==> config.mk <==
export PLATFORM = sky130hd
export DESIGN_NAME = crtc_top
export DESIGN_NICKNAME = d
export VERILOG_FILES = /design/src/crtc_reg_pkg.sv /design/src/crtc_timing_pkg.sv /design/src/crtc_registers.sv /design/src/crtc_horizontal.sv /design/src/crtc_vertical.sv /design/src/crtc_address.sv /design/src/crtc_top.sv
export SDC_FILE = /design/constraint.sdc
export NUM_CORES = 1
export LEC_CHECK = 0
export BUFFER_PORTS_ARGS = -buffer_cell sky130_fd_sc_hd__buf_2
export CORE_MARGIN = 2
export CORE_UTILIZATION = 30
export CTS_CLUSTER_SIZE = 24
export DETAILED_ROUTE_END_ITERATION = 16
export PLACE_DENSITY = 0.5
export SKIP_LAST_GASP = 1
export SLEW_MARGIN = 10
export SYNTH_ARGS = -nofsm -noshare
export SYNTH_HDL_FRONTEND = slang
export SYNTH_SLANG_ARGS = --single-unit
export TNS_END_PERCENT = 1
==> constraint.sdc <==
create_clock -name sys_clock_i -period 7.35 [get_ports sys_clock_i]
set_input_delay 0.3675 -clock sys_clock_i [delete_from_list [all_inputs] [get_ports sys_clock_i]]
set_output_delay 0.3675 -clock sys_clock_i [all_outputs]
set_load 0.02 [all_outputs]
==> src/crtc_reg_pkg.sv <==
// ========================================
// CPU-visible register map of the CRTC
// Only R0-R7, R9, R12 and R13 have a timing meaning
// Defaults are the 8032 power-on values
// ========================================
`default_nettype none

package crtc_reg_pkg;

    localparam int REG_ADDR_W = 5;   // Address register width, selects one of 32 entries
    localparam int DATA_W     = 8;   // CPU data bus width
    localparam int MA_W       = 14;  // Refresh memory address width
    localparam int RA_W       = 5;   // Raster line address width
    localparam int ROW_W      = 7;   // Row counter and row fields

    // Register indices as the CPU writes them into the address register
    typedef enum logic [REG_ADDR_W-1:0] {
        reg_h_total       = 5'd0,   // Characters per line minus one
        reg_h_displayed   = 5'd1,   // Displayed characters per line
        reg_h_sync_pos    = 5'd2,   // Character position of horizontal sync
        reg_sync_width    = 5'd3,   // Low nibble is hsync, high nibble is vsync
        reg_v_total       = 5'd4,   // Rows per frame minus one
        reg_v_adjust      = 5'd5,   // Extra raster lines at frame end
        reg_v_displayed   = 5'd6,   // Displayed rows per frame
        reg_v_sync_pos    = 5'd7,   // Row where vertical sync starts
        reg_max_scan_line = 5'd9,   // Raster lines per row minus one
        reg_start_hi      = 5'd12,  // Start address bits 13:8
        reg_start_lo      = 5'd13   // Start address bits 7:0
    } crtc_reg_e;

    localparam logic [DATA_W-1:0] DEF_H_TOTAL       = 8'h31;
    localparam logic [DATA_W-1:0] DEF_H_DISPLAYED   = 8'h28;  // 40 columns
    localparam logic [DATA_W-1:0] DEF_H_SYNC_POS    = 8'h29;
    localparam logic [DATA_W-1:0] DEF_SYNC_WIDTH    = 8'h0f;  // Vsync nibble 0 gives 16 lines
    localparam logic [DATA_W-1:0] DEF_V_TOTAL       = 8'h20;
    localparam logic [DATA_W-1:0] DEF_V_ADJUST      = 8'h03;
    localparam logic [DATA_W-1:0] DEF_V_DISPLAYED   = 8'h19;  // 25 rows
    localparam logic [DATA_W-1:0] DEF_V_SYNC_POS    = 8'h1d;
    localparam logic [DATA_W-1:0] DEF_MAX_SCAN_LINE = 8'h09;
    localparam logic [DATA_W-1:0] DEF_START_HI      = 8'h10;  // Bit 12 set, video not inverted
    localparam logic [DATA_W-1:0] DEF_START_LO      = 8'h00;

    localparam int STATUS_VSYNC_BIT = 5;  // Status bit that shows vertical retrace

endpackage

`default_nettype wire

==> src/crtc_timing_pkg.sv <==
// ========================================
// Types and widths shared by the timing blocks
// ========================================
`default_nettype none

package crtc_timing_pkg;

    // Frame end sequence, the adjust states are skipped when R5 is 0
    typedef enum logic [1:0] {
        st_normal,          // Rows of the frame are running
        st_frame_ending,    // Last raster line of the last row
        st_adjust_pending,  // Last line of the last row, adjust lines follow
        st_adjusting        // Vertical adjust lines
    } frame_state_e;

    localparam int VSYNC_W = 5;  // Holds 16 when the programmed width is 0
    localparam int HSYNC_W = 4;  // Sync width nibble of R3

endpackage

`default_nettype wire

==> src/crtc_registers.sv <==
// ========================================
// CPU port of the CRTC, registers load 8032 values on reset
// Writes need clk_en_i, reads are combinational
// ========================================
`default_nettype none
`timescale 1ns/1ps

module crtc_registers (
    input  wire logic                              sys_clock_i,
    input  wire logic                              reset_i,
    input  wire logic                              clk_en_i,
    input  wire logic                              cs_i,    // Chip select
    input  wire logic                              rw_i,    // High reads, low writes
    input  wire logic                              rs_i,    // Low selects address/status
    input  wire logic [crtc_reg_pkg::DATA_W-1:0]   data_i,
    input  wire logic                              v_sync_i,
    output logic      [crtc_reg_pkg::DATA_W-1:0]   data_o,
    output logic                                   data_oe_o,
    output logic      [crtc_reg_pkg::DATA_W-1:0]   h_total_o,
    output logic      [crtc_reg_pkg::DATA_W-1:0]   h_displayed_o,
    output logic      [crtc_reg_pkg::DATA_W-1:0]   h_sync_pos_o,
    output logic      [crtc_timing_pkg::HSYNC_W-1:0] h_sync_width_o,
    output logic      [crtc_reg_pkg::DATA_W-crtc_timing_pkg::HSYNC_W-1:0] v_sync_width_o,
    output logic      [crtc_reg_pkg::ROW_W-1:0]    v_total_o,
    output logic      [crtc_reg_pkg::ROW_W-1:0]    v_displayed_o,
    output logic      [crtc_reg_pkg::ROW_W-1:0]    v_sync_pos_o,
    output logic      [crtc_reg_pkg::RA_W-1:0]     v_adjust_o,
    output logic      [crtc_reg_pkg::RA_W-1:0]     max_scan_line_o,
    output logic      [crtc_reg_pkg::MA_W-1:0]     start_addr_o
);

    logic [crtc_reg_pkg::REG_ADDR_W-1:0] addr_q;  // Address register
    logic [crtc_reg_pkg::DATA_W-1:0]     regs [2**crtc_reg_pkg::REG_ADDR_W];
    logic [crtc_reg_pkg::DATA_W-1:0]     status;

    always_ff @(posedge sys_clock_i) begin
        if (reset_i) begin
            addr_q <= '0;
            for (int i = 0; i < 2**crtc_reg_pkg::REG_ADDR_W; i++) begin
                regs[i] <= '0;  // Unused entries read back as 0
            end
            regs[crtc_reg_pkg::reg_h_total]       <= crtc_reg_pkg::DEF_H_TOTAL;
            regs[crtc_reg_pkg::reg_h_displayed]   <= crtc_reg_pkg::DEF_H_DISPLAYED;
            regs[crtc_reg_pkg::reg_h_sync_pos]    <= crtc_reg_pkg::DEF_H_SYNC_POS;
            regs[crtc_reg_pkg::reg_sync_width]    <= crtc_reg_pkg::DEF_SYNC_WIDTH;
            regs[crtc_reg_pkg::reg_v_total]       <= crtc_reg_pkg::DEF_V_TOTAL;
            regs[crtc_reg_pkg::reg_v_adjust]      <= crtc_reg_pkg::DEF_V_ADJUST;
            regs[crtc_reg_pkg::reg_v_displayed]   <= crtc_reg_pkg::DEF_V_DISPLAYED;
            regs[crtc_reg_pkg::reg_v_sync_pos]    <= crtc_reg_pkg::DEF_V_SYNC_POS;
            regs[crtc_reg_pkg::reg_max_scan_line] <= crtc_reg_pkg::DEF_MAX_SCAN_LINE;
            regs[crtc_reg_pkg::reg_start_hi]      <= crtc_reg_pkg::DEF_START_HI;
            regs[crtc_reg_pkg::reg_start_lo]      <= crtc_reg_pkg::DEF_START_LO;
        end else if (clk_en_i && cs_i && !rw_i) begin
            if (!rs_i) begin
                addr_q <= data_i[crtc_reg_pkg::REG_ADDR_W-1:0];  // Select a register
            end else begin
                regs[addr_q] <= data_i;  // Write the selected register
            end
        end
    end

    // Status byte carries only the vertical retrace flag
    always_comb begin
        status = '0;
        status[crtc_reg_pkg::STATUS_VSYNC_BIT] = v_sync_i;
    end

    assign data_oe_o = cs_i && rw_i;
    assign data_o    = rs_i ? regs[addr_q] : status;

    // Fields as the timing blocks see them, upper bits of short registers are ignored
    assign h_total_o       = regs[crtc_reg_pkg::reg_h_total];
    assign h_displayed_o   = regs[crtc_reg_pkg::reg_h_displayed];
    assign h_sync_pos_o    = regs[crtc_reg_pkg::reg_h_sync_pos];
    assign h_sync_width_o  = regs[crtc_reg_pkg::reg_sync_width][crtc_timing_pkg::HSYNC_W-1:0];
    assign v_sync_width_o  = regs[crtc_reg_pkg::reg_sync_width]
                                 [crtc_reg_pkg::DATA_W-1:crtc_timing_pkg::HSYNC_W];
    assign v_total_o       = regs[crtc_reg_pkg::reg_v_total][crtc_reg_pkg::ROW_W-1:0];
    assign v_displayed_o   = regs[crtc_reg_pkg::reg_v_displayed][crtc_reg_pkg::ROW_W-1:0];
    assign v_sync_pos_o    = regs[crtc_reg_pkg::reg_v_sync_pos][crtc_reg_pkg::ROW_W-1:0];
    assign v_adjust_o      = regs[crtc_reg_pkg::reg_v_adjust][crtc_reg_pkg::RA_W-1:0];
    assign max_scan_line_o = regs[crtc_reg_pkg::reg_max_scan_line][crtc_reg_pkg::RA_W-1:0];
    assign start_addr_o    = {regs[crtc_reg_pkg::reg_start_hi]
                                  [crtc_reg_pkg::MA_W-crtc_reg_pkg::DATA_W-1:0],
                              regs[crtc_reg_pkg::reg_start_lo]};

endmodule

`default_nettype wire

==> src/crtc_horizontal.sv <==
// ========================================
// Character counter and horizontal timing
// Sync width 0 disables the pulse
// ========================================
`default_nettype none
`timescale 1ns/1ps

module crtc_horizontal (
    input  wire logic                                sys_clock_i,
    input  wire logic                                reset_i,
    input  wire logic                                clk_en_i,
    input  wire logic [crtc_reg_pkg::DATA_W-1:0]     h_total_i,
    input  wire logic [crtc_reg_pkg::DATA_W-1:0]     h_displayed_i,
    input  wire logic [crtc_reg_pkg::DATA_W-1:0]     h_sync_pos_i,
    input  wire logic [crtc_timing_pkg::HSYNC_W-1:0] h_sync_width_i,
    output logic                                     line_end_o,
    output logic                                     last_col_o,
    output logic                                     h_sync_o,
    output logic                                     h_display_o
);

    logic [crtc_reg_pkg::DATA_W-1:0]     char_cnt;
    logic [crtc_timing_pkg::HSYNC_W-1:0] sync_cnt;  // Ticks of sync already output

    assign line_end_o = char_cnt == h_total_i;
    assign last_col_o = char_cnt == h_displayed_i;

    always_ff @(posedge sys_clock_i) begin
        if (reset_i) begin
            char_cnt <= '0;
        end else if (clk_en_i) begin
            char_cnt <= line_end_o ? '0 : char_cnt + 1'b1;  // Period is h_total + 1 ticks
        end
    end

    // Display window covers counts 1 to h_displayed
    always_ff @(posedge sys_clock_i) begin
        if (reset_i) begin
            h_display_o <= 1'b1;
        end else if (clk_en_i) begin
            if (last_col_o) begin
                h_display_o <= 1'b0;
            end else if (char_cnt == '0) begin
                h_display_o <= 1'b1;
            end
        end
    end

    always_ff @(posedge sys_clock_i) begin
        if (reset_i) begin
            h_sync_o <= 1'b0;
            sync_cnt <= '0;
        end else if (clk_en_i) begin
            if (h_sync_o) begin
                if (sync_cnt + 1'b1 == h_sync_width_i) begin
                    h_sync_o <= 1'b0;  // Width reached
                    sync_cnt <= '0;
                end else begin
                    sync_cnt <= sync_cnt + 1'b1;
                end
            end else if (char_cnt == h_sync_pos_i && h_sync_width_i != '0) begin
                h_sync_o <= 1'b1;
                sync_cnt <= '0;
            end
        end
    end

endmodule

`default_nettype wire

==> src/crtc_vertical.sv <==
// ========================================
// Raster, row and frame timing, one update per line end
// Vsync width field 0 means 16 lines
// Frame is (R4+1)*(R9+1)+R5 raster lines
// ========================================
`default_nettype none
`timescale 1ns/1ps

module crtc_vertical (
    input  wire logic                              sys_clock_i,
    input  wire logic                              reset_i,
    input  wire logic                              clk_en_i,
    input  wire logic                              line_end_i,
    input  wire logic [crtc_reg_pkg::ROW_W-1:0]    v_total_i,
    input  wire logic [crtc_reg_pkg::ROW_W-1:0]    v_displayed_i,
    input  wire logic [crtc_reg_pkg::ROW_W-1:0]    v_sync_pos_i,
    input  wire logic [crtc_reg_pkg::DATA_W-crtc_timing_pkg::HSYNC_W-1:0] v_sync_width_i,
    input  wire logic [crtc_reg_pkg::RA_W-1:0]     v_adjust_i,
    input  wire logic [crtc_reg_pkg::RA_W-1:0]     max_scan_line_i,
    output logic                                   frame_start_o,
    output logic                                   last_line_o,
    output logic      [crtc_reg_pkg::RA_W-1:0]     ra_o,
    output logic                                   v_sync_o,
    output logic                                   v_display_o
);

    crtc_timing_pkg::frame_state_e    state_q, state_d;
    logic [crtc_reg_pkg::ROW_W-1:0]   row_cnt;
    logic [crtc_reg_pkg::RA_W-1:0]    adjust_cnt;  // Adjust lines already output
    logic [crtc_timing_pkg::VSYNC_W-1:0] vs_cnt;
    logic [crtc_timing_pkg::VSYNC_W-1:0] vs_width;
    logic                             vs_done;     // Sync already given in this frame
    logic                             last_row;
    logic                             in_last_line;  // Either state of the frame's last line

    assign last_line_o  = ra_o == max_scan_line_i;
    assign last_row     = row_cnt == v_total_i;
    assign in_last_line = state_q == crtc_timing_pkg::st_frame_ending ||
                          state_q == crtc_timing_pkg::st_adjust_pending;
    assign vs_width     = v_sync_width_i == '0 ? 5'd16 : {1'b0, v_sync_width_i};

    // Frame ends at the last line end, or after v_adjust extra lines
    assign frame_start_o = line_end_i &&
        ((in_last_line && v_adjust_i == '0) ||
         (state_q == crtc_timing_pkg::st_adjusting && adjust_cnt + 1'b1 == v_adjust_i));

    always_comb begin
        state_d = state_q;
        unique case (state_q)
            crtc_timing_pkg::st_normal: begin
                if (last_row && last_line_o) state_d = crtc_timing_pkg::st_frame_ending;
            end
            crtc_timing_pkg::st_frame_ending: begin
                if (frame_start_o) state_d = crtc_timing_pkg::st_normal;
                else if (line_end_i) state_d = crtc_timing_pkg::st_adjusting;
                else if (v_adjust_i != '0) state_d = crtc_timing_pkg::st_adjust_pending;
            end
            crtc_timing_pkg::st_adjust_pending: begin
                if (frame_start_o) state_d = crtc_timing_pkg::st_normal;
                else if (line_end_i) state_d = crtc_timing_pkg::st_adjusting;
            end
            crtc_timing_pkg::st_adjusting: begin
                if (frame_start_o) state_d = crtc_timing_pkg::st_normal;
            end
            default: state_d = crtc_timing_pkg::st_normal;
        endcase
    end

    always_ff @(posedge sys_clock_i) begin
        if (reset_i) begin
            state_q    <= crtc_timing_pkg::st_normal;
            ra_o       <= '0;
            row_cnt    <= '0;
            adjust_cnt <= '0;
        end else if (clk_en_i) begin
            state_q <= state_d;
            if (frame_start_o) begin
                ra_o       <= '0;
                row_cnt    <= '0;
                adjust_cnt <= '0;
            end else if (line_end_i) begin
                // Raster keeps counting through the adjust lines
                ra_o <= last_line_o ? '0 : ra_o + 1'b1;
                if (last_line_o) row_cnt <= row_cnt + 1'b1;
                if (state_q == crtc_timing_pkg::st_adjusting) adjust_cnt <= adjust_cnt + 1'b1;
            end
        end
    end

    always_ff @(posedge sys_clock_i) begin
        if (reset_i) begin
            v_display_o <= 1'b1;
        end else if (clk_en_i) begin
            if (frame_start_o) v_display_o <= 1'b1;
            else if (row_cnt == v_displayed_i) v_display_o <= 1'b0;  // Rows past R6 stay blank
        end
    end

    always_ff @(posedge sys_clock_i) begin
        if (reset_i) begin
            v_sync_o <= 1'b0;
            vs_cnt   <= '0;
            vs_done  <= 1'b0;
        end else if (clk_en_i) begin
            if (frame_start_o) vs_done <= 1'b0;
            if (v_sync_o) begin
                if (line_end_i) begin
                    vs_cnt <= vs_cnt + 1'b1;
                    if (vs_cnt + 1'b1 == vs_width) v_sync_o <= 1'b0;  // Counted in lines
                end
            end else if (row_cnt == v_sync_pos_i && !vs_done) begin
                v_sync_o <= 1'b1;
                vs_cnt   <= '0;
                vs_done  <= 1'b1;
            end
        end
    end

endmodule

`default_nettype wire

==> src/crtc_address.sv <==
// ========================================
// Refresh address generator
// Each raster line of a row repeats the same addresses
// ========================================
`default_nettype none
`timescale 1ns/1ps

module crtc_address (
    input  wire logic                           sys_clock_i,
    input  wire logic                           reset_i,
    input  wire logic                           clk_en_i,
    input  wire logic                           frame_start_i,
    input  wire logic                           line_end_i,
    input  wire logic                           last_col_i,
    input  wire logic                           last_line_i,
    input  wire logic [crtc_reg_pkg::MA_W-1:0]  start_addr_i,
    output logic      [crtc_reg_pkg::MA_W-1:0]  ma_o
);

    logic [crtc_reg_pkg::MA_W-1:0] row_start;  // Address of the current row's first character
    logic [crtc_reg_pkg::MA_W-1:0] row_next;

    // On the last raster line the next row begins where display ended
    assign row_next = (last_line_i && last_col_i) ? ma_o : row_start;

    always_ff @(posedge sys_clock_i) begin
        if (reset_i) begin
            row_start <= '0;
            ma_o      <= '0;
        end else if (clk_en_i) begin
            if (frame_start_i) begin
                row_start <= start_addr_i;
                ma_o      <= start_addr_i;
            end else begin
                row_start <= row_next;
                ma_o      <= line_end_i ? row_next : ma_o + 1'b1;  // Reload at line end
            end
        end
    end

endmodule

`default_nettype wire

==> src/crtc_top.sv <==
// ========================================
// 6545-style CRTC, no cursor, light pen or interlace
// All timing advances on clk_en_i ticks
// ========================================
`default_nettype none
`timescale 1ns/1ps

module crtc_top (
    input  wire logic                             sys_clock_i,
    input  wire logic                             reset_i,
    input  wire logic                             clk_en_i,  // Character clock enable
    input  wire logic                             cs_i,
    input  wire logic                             rw_i,
    input  wire logic                             rs_i,
    input  wire logic [crtc_reg_pkg::DATA_W-1:0]  data_i,
    output logic      [crtc_reg_pkg::DATA_W-1:0]  data_o,
    output logic                                  data_oe_o,
    output logic                                  h_sync_o,
    output logic                                  v_sync_o,
    output logic                                  de_o,
    output logic      [crtc_reg_pkg::MA_W-1:0]    ma_o,
    output logic      [crtc_reg_pkg::RA_W-1:0]    ra_o
);

    logic [crtc_reg_pkg::DATA_W-1:0]     h_total, h_displayed, h_sync_pos;
    logic [crtc_timing_pkg::HSYNC_W-1:0] h_sync_width;
    logic [crtc_reg_pkg::DATA_W-crtc_timing_pkg::HSYNC_W-1:0] v_sync_width_raw;
    logic [crtc_reg_pkg::ROW_W-1:0]      v_total, v_displayed, v_sync_pos;
    logic [crtc_reg_pkg::RA_W-1:0]       v_adjust, max_scan_line;
    logic [crtc_reg_pkg::MA_W-1:0]       start_addr;
    logic line_end, last_col, h_display;
    logic frame_start, last_line, v_display;

    crtc_registers u_registers (
        .sys_clock_i, .reset_i, .clk_en_i, .cs_i, .rw_i, .rs_i, .data_i,
        .v_sync_i        (v_sync_o),  // Status byte shows vertical retrace
        .data_o, .data_oe_o,
        .h_total_o       (h_total),
        .h_displayed_o   (h_displayed),
        .h_sync_pos_o    (h_sync_pos),
        .h_sync_width_o  (h_sync_width),
        .v_sync_width_o  (v_sync_width_raw),
        .v_total_o       (v_total),
        .v_displayed_o   (v_displayed),
        .v_sync_pos_o    (v_sync_pos),
        .v_adjust_o      (v_adjust),
        .max_scan_line_o (max_scan_line),
        .start_addr_o    (start_addr)
    );

    crtc_horizontal u_horizontal (
        .sys_clock_i, .reset_i, .clk_en_i,
        .h_total_i      (h_total),
        .h_displayed_i  (h_displayed),
        .h_sync_pos_i   (h_sync_pos),
        .h_sync_width_i (h_sync_width),
        .line_end_o     (line_end),
        .last_col_o     (last_col),
        .h_sync_o,
        .h_display_o    (h_display)
    );

    crtc_vertical u_vertical (
        .sys_clock_i, .reset_i, .clk_en_i,
        .line_end_i      (line_end),
        .v_total_i       (v_total),
        .v_displayed_i   (v_displayed),
        .v_sync_pos_i    (v_sync_pos),
        .v_sync_width_i  (v_sync_width_raw),
        .v_adjust_i      (v_adjust),
        .max_scan_line_i (max_scan_line),
        .frame_start_o   (frame_start),
        .last_line_o     (last_line),
        .ra_o, .v_sync_o,
        .v_display_o     (v_display)
    );

    crtc_address u_address (
        .sys_clock_i, .reset_i, .clk_en_i,
        .frame_start_i (frame_start),
        .line_end_i    (line_end),
        .last_col_i    (last_col),
        .last_line_i   (last_line),
        .start_addr_i  (start_addr),
        .ma_o
    );

    assign de_o = h_display && v_display;  // Inside both display windows

endmodule

`default_nettype wire

# Yosys cells after proc, flatten, opt, wreduce, memory -nomap -nowiden
# Memories as Yosys holds them, arrays and structs flattened. A register that Yosys moved wholly into a read port is not among the register bits.
# Index checks and enable logic that the tools add are counted.
# W data, S select, Z words.
[totals]
regBits = 74
latch_bits = 0
mem_bits_rw = 256
romBits = 0
out_inout_bits = 31
memories = 1
[classes]
add_sub_neg = 7
mul = 0
div_mod_pow = 0
n_lt_le_gt_ge = 0
n_eq_ne = 18
n_shift = 0
mux = 66
bitwise = 12
reduce_logical = 38
[memory_table]
columns = ["name", "words", "width", "rd", "rd_ports_with_merged_regs", "write_ports", "line", "text"]
rows = [
  ["u_registers.regs", 32, 8, 12, 1, 32, "crtc_registers.sv:33", "logic [crtc_reg_pkg::DATA_W-1:0] regs [2**crtc_reg_pkg::REG_ADDR_W];"],
]
[op_table]
columns = ["cell", "n"]
rows = [
  ["$mux W8", 14],
  ["$mux W5", 13],
  ["$mux W14", 4],
  ["$eq A8 B8 Y1", 3],
  ["$eq A7 B7 Y1", 3],
  ["$mux W1", 21],
  ["$mux W7", 3],
  ["$add A5 B1 Y5 const B", 3],
  ["$eq A5 B5 Y1", 3],
  ["$add A14 B1 Y14 const B", 1],
  ["$mux W2", 7],
  ["$reduce_bool A2 Y1", 7],
  ["$mux W4", 3],
  ["$logic_and A1 B1 Y1", 11],
  ["$or A1 B1 Y1", 11],
  ["$reduce_and A2 Y1", 5],
  ["$reduce_and A3 Y1", 3],
  ["$add A8 B1 Y8 const B", 1],
  ["$logic_not A8 Y1", 1],
  ["$pmux W2 S4", 1],
  ["$reduce_or A8 Y1", 1],
  ["$add A7 B1 Y7 const B", 1],
  ["$logic_not A5 Y1", 1],
  ["$reduce_and A5 Y1", 1],
  ["other kinds (15)", 19],
]

# Depth between registers and ports, before layout
[logic_depth]
depth_word = 8
depth_mapped = 10
ltp_nobuf = 8

# Cells and area by module
# Synthesis repeated with hierarchy kept, for this count alone.
[hier_totals]
hier_cells = 1445
area_unflattened_um2 = 17279.1
[by_module_without_submodules]
columns = ["module", "n_inst", "cells_per_inst", "area_per_inst_um2"]
rows = [
  ["crtc_registers", 1, 852, 12608.3],
  ["crtc_vertical", 1, 231, 1883.1],
  ["crtc_address", 1, 240, 1730.4],
  ["crtc_horizontal", 1, 121, 1051.0],
  ["crtc_top", 1, 1, 6.3],
]

# Worst setup path before layout
# No wires, ideal clock.
[synth_path]
kind = "register to output"
start = "register with a tool-made name"
end = "output port data_o[0] in the netlist's numbering"
t_arrival_ns = 2.316
required_time_ns = 6.983
path_slack_ns = 4.666
path_stages_with_launch = 7
cell_sequence = "dfxtp_1 -> buf_2 -> buf_1 -> mux4_2 -> mux4_2 -> mux2i_1 -> nor2b_1"
[synth_lines]
columns = ["element", "line", "text"]
rows = [
  ["end, declared", "crtc_top.sv:16", "output logic [crtc_reg_pkg::DATA_W-1:0] data_o,"],
]

==> key figures <==
GRT
  • M1 GR Usage: 0.246
  • Initial antenna violation count: 1
  • Met3 track demand over resource: 0.0239
  • Total global-route track usage: 0.167
  • Grt ovf: 0
  • Vias in the first global route: 10,511
  • First-pass GRT wire length: 71,700 um
  • Largest net degree at the start of global routing: 65
  • GR peak layer: met2
  • Met2 GRT Util: 0.261

Clock network
  • Clock-pin slew on the worst setup and hold paths: 0.06 ns
  • CTS tree: yes
  • Clk Latency, worst-skew pair: 0.55 ns
  • Post-CTS Hold Fix Bufs: 0
  • Setup bufs post-CTS: 0
  • Root Buffer: clkbuf_16
  • Number of clock sinks: 335
  • CTS Buf Count: 38
  • CTS max path bufs: 3
  • H-tree depth: 2
  • PostCTS Resize Cnt: 0

Synth
  • Synthesis-stage register bit count: 335
  • Most instantiated cells after synthesis: 256 x edfxtp_1, 242 x and2_1, 88 x nor2_1
  • Most common cell in the netlist: edfxtp_1
  • Synth cell types: 61
  • Syn_area_per_cell: 12.2 um^2
  • Netlist Area Pre-Place: 16,800 um^2
  • Register area share after synthesis: 0.551
  • Syn_nets: 1,401
  • Yosys warnings: 0
  • Most used DFF post-synth: edfxtp_1
  • Top cells by area, synth: edfxtp_1 46%, mux4_2 11%, dfxtp_1 9.4%
  • Post-synth EDFFs: 256
  • Post-synth ARST share: 0
  • Post-synth top area share: 0.457
  • Post-Synthesis Cells: 1,374
  • Cell type with the largest total area after synthesis: edfxtp_1

Cells and area
  • Final instance area: 18,800 um^2
  • Final nets: 1,387
  • FILL cells: 5,495
  • Fin util: 0.339
  • Area Overhead vs Synth: 11.5%
  • Multi-input logic area: 7060 um^2
  • Reg area: 9280 um^2
  • Layout cell share with drive strength beyond 1: 0.151

Worst setup path
  • CP Capture Point: data_o[6]
  • Critical Path AT: 3.59 ns
  • CP Max Fanout: 40
  • CP Capture Type: output port
  • Slack of the worst reg-to-reg path: 3.96 ns
  • Setup CP Type: reg2out
  • Worst Reg-to-Reg Cells: 7
  • FF-to-FF End: u_vertical.adjust_cnt[4]
  • Critical R2R Launch: u_horizontal.char_cnt[2]
  • Worst Path Required: 6.98 ns
  • Worst setup SP type: flip-flop

STA
  • Hold Fails Final Rpt: 0
  • Final WS setup: 3.39 ns
  • Worst slew pin tran: 1.26 ns
  • Min Hold Slack: 0.234 ns
  • Final setup viols: 0
  • TNS Setup: 0 ns
  • Slew margin rel.: 0.152
  • RSZ-0062 raised after global routing: false
  • Final Cycle Share: 0.539
  • Final-report max-slew violation count: 0
  • Period minus WS final: 3.96 ns
  • FMAX: 252 MHz
  • Skew final: 0.0151 ns

Hold path
  • HP Start: reset_i
  • Hold path depth: 2
  • Worst Hold Class: in2reg

Pwr
  • P_leak: 6.12 nW
  • Maximum VDD drop: 132 uV
  • P per Cell Area: 219 nW/um^2

Floorplan
  • Die W: 241 um
  • Die height: 241 um
  • Starting Density: 0.304
  • Die area: 58,000 um^2
  • Core area: 55,300 um^2
  • Site row count: 86
  • Ports: 45

Placement
  • IO Port Bufs: 44
  • Global placement routability congestion: 0.798
  • Placed cell area: 17,600 um^2
  • Post-DP HPWL: 31,500 um
  • Post-Place Setup Slack: 3.50 ns

Routing
  • Iteration-0 DRC Markers: 1,005
  • DR pass1 iterations: 5
  • Via Count: 11,020
  • Via density: 5.15
  • Final WL: 48,600 um
  • DRC: 0
  • DR WL/cell: 22.7 um
  • Final ANT Viol Nets: 0

Status
  • Outcome: finished clean

Run
  • Max_cap viols: 0
[critical path: stages, from the launching register on]
cell,delay [ns]
dfxtp_4,0.61
buf_4,0.68
mux4_2,0.62
mux4_2,0.53
mux2i_1,0.27
nor2b_1,0.09
buf_2,0.17
[metrics by stage]
| step | total power [mW] | std cells |
|---|---|---|
| after floorplan | 2.27 | 1374 |
| after global placement | 2.37 | 2068 |
| after CTS | 4.15 | 2136 |
| after detailed placement | 2.37 | 2068 |
| final | 4.11 | 2138 |
| after global routing | 4.24 | 2136 |
[layout make-up]
class,instances,share of cell area
Multi-Input combinational cell,919,0.376
Tap cell,748,0.0499
Timing Repair Buffer,54,0.0157
Clock inverter,25,0.00761
Inverter,12,0.00240
Sequential cell,335,0.495
Antenna cell,2,0.000267
Clock buffer,43,0.0528
[routing by layer]
metal | part of all wire | wire, um | vias to the layer above
met2 | 0.45 | 21900 | 375
li1 | - | - | 5013
met1 | 0.48 | 23200 | 5579
met3 | 0.054 | 2630 | 53
met5 | 0 | 0 | -
met4 | 0.018 | 888 | 0
[logic make-up (layout without fill, tap and decap cells)]
family	Yosys count	in the layout	share of synthesized area
fa+ha+maj	13	13	0.00967
flops	335	335	0.551
mux	108	108	0.124
simple gates	550	550	0.180
xor+xnor	82	82	0.0427
buf+inv	120	134	0.0296
compound gates	166	166	0.0631
other cells	0	2	0
[power by group]
part | total, mW | internal (mW) | switching (mW)
clock | 1.77 | 0.975 | 0.800
sequential | 2.13 | 2.08 | 0.0472
combinational | 0.205 | 0.0676 | 0.137
[sequential cells by signal, summed over array words and instances, names as in the netlist, 2 cells and up, named ones only]
register,cells
u_vertical.vs_cnt,5
u_address.ma_o,14
u_vertical.adjust_cnt,5
u_vertical.state_q,2
u_registers.regs,256
u_registers.addr_q,5
u_horizontal.sync_cnt,4
u_vertical.row_cnt,7
u_horizontal.char_cnt,8
u_vertical.ra_o,5
u_address.row_start,14
[worst min path at each step]
stage / end / slack (ns)
finish: u_address.row_start[7] / 0.23
global route: u_address.row_start[7] / 0.23
CTS: u_address.row_start[7] / 0.21
detailed placement: u_address.row_start[0] / 0.46
global placement: u_address.row_start[0] / 0.45
floorplan: u_vertical.v_display_o / 0.44
[layout by cell type, fill, tap and decap left out, types with 24 or more instances in the layout]
| master | count |
|---|---|
| mux2i_1 | 26 |
| o21ai_0 | 55 |
| xor2_1 | 34 |
| dfxtp_1 | 77 |
| or3_1 | 28 |
| nor3_1 | 24 |
| nand2_1 | 58 |
| mux4_2 | 80 |
| nand3_1 | 45 |
| a21oi_1 | 31 |
| buf_2 | 44 |
| and2_1 | 242 |
| clkbuf_16 | 39 |
| nor2_1 | 88 |
| edfxtp_1 | 256 |
| xnor2_1 | 48 |
Note: power is estimated with default switching activity, not from simulation.
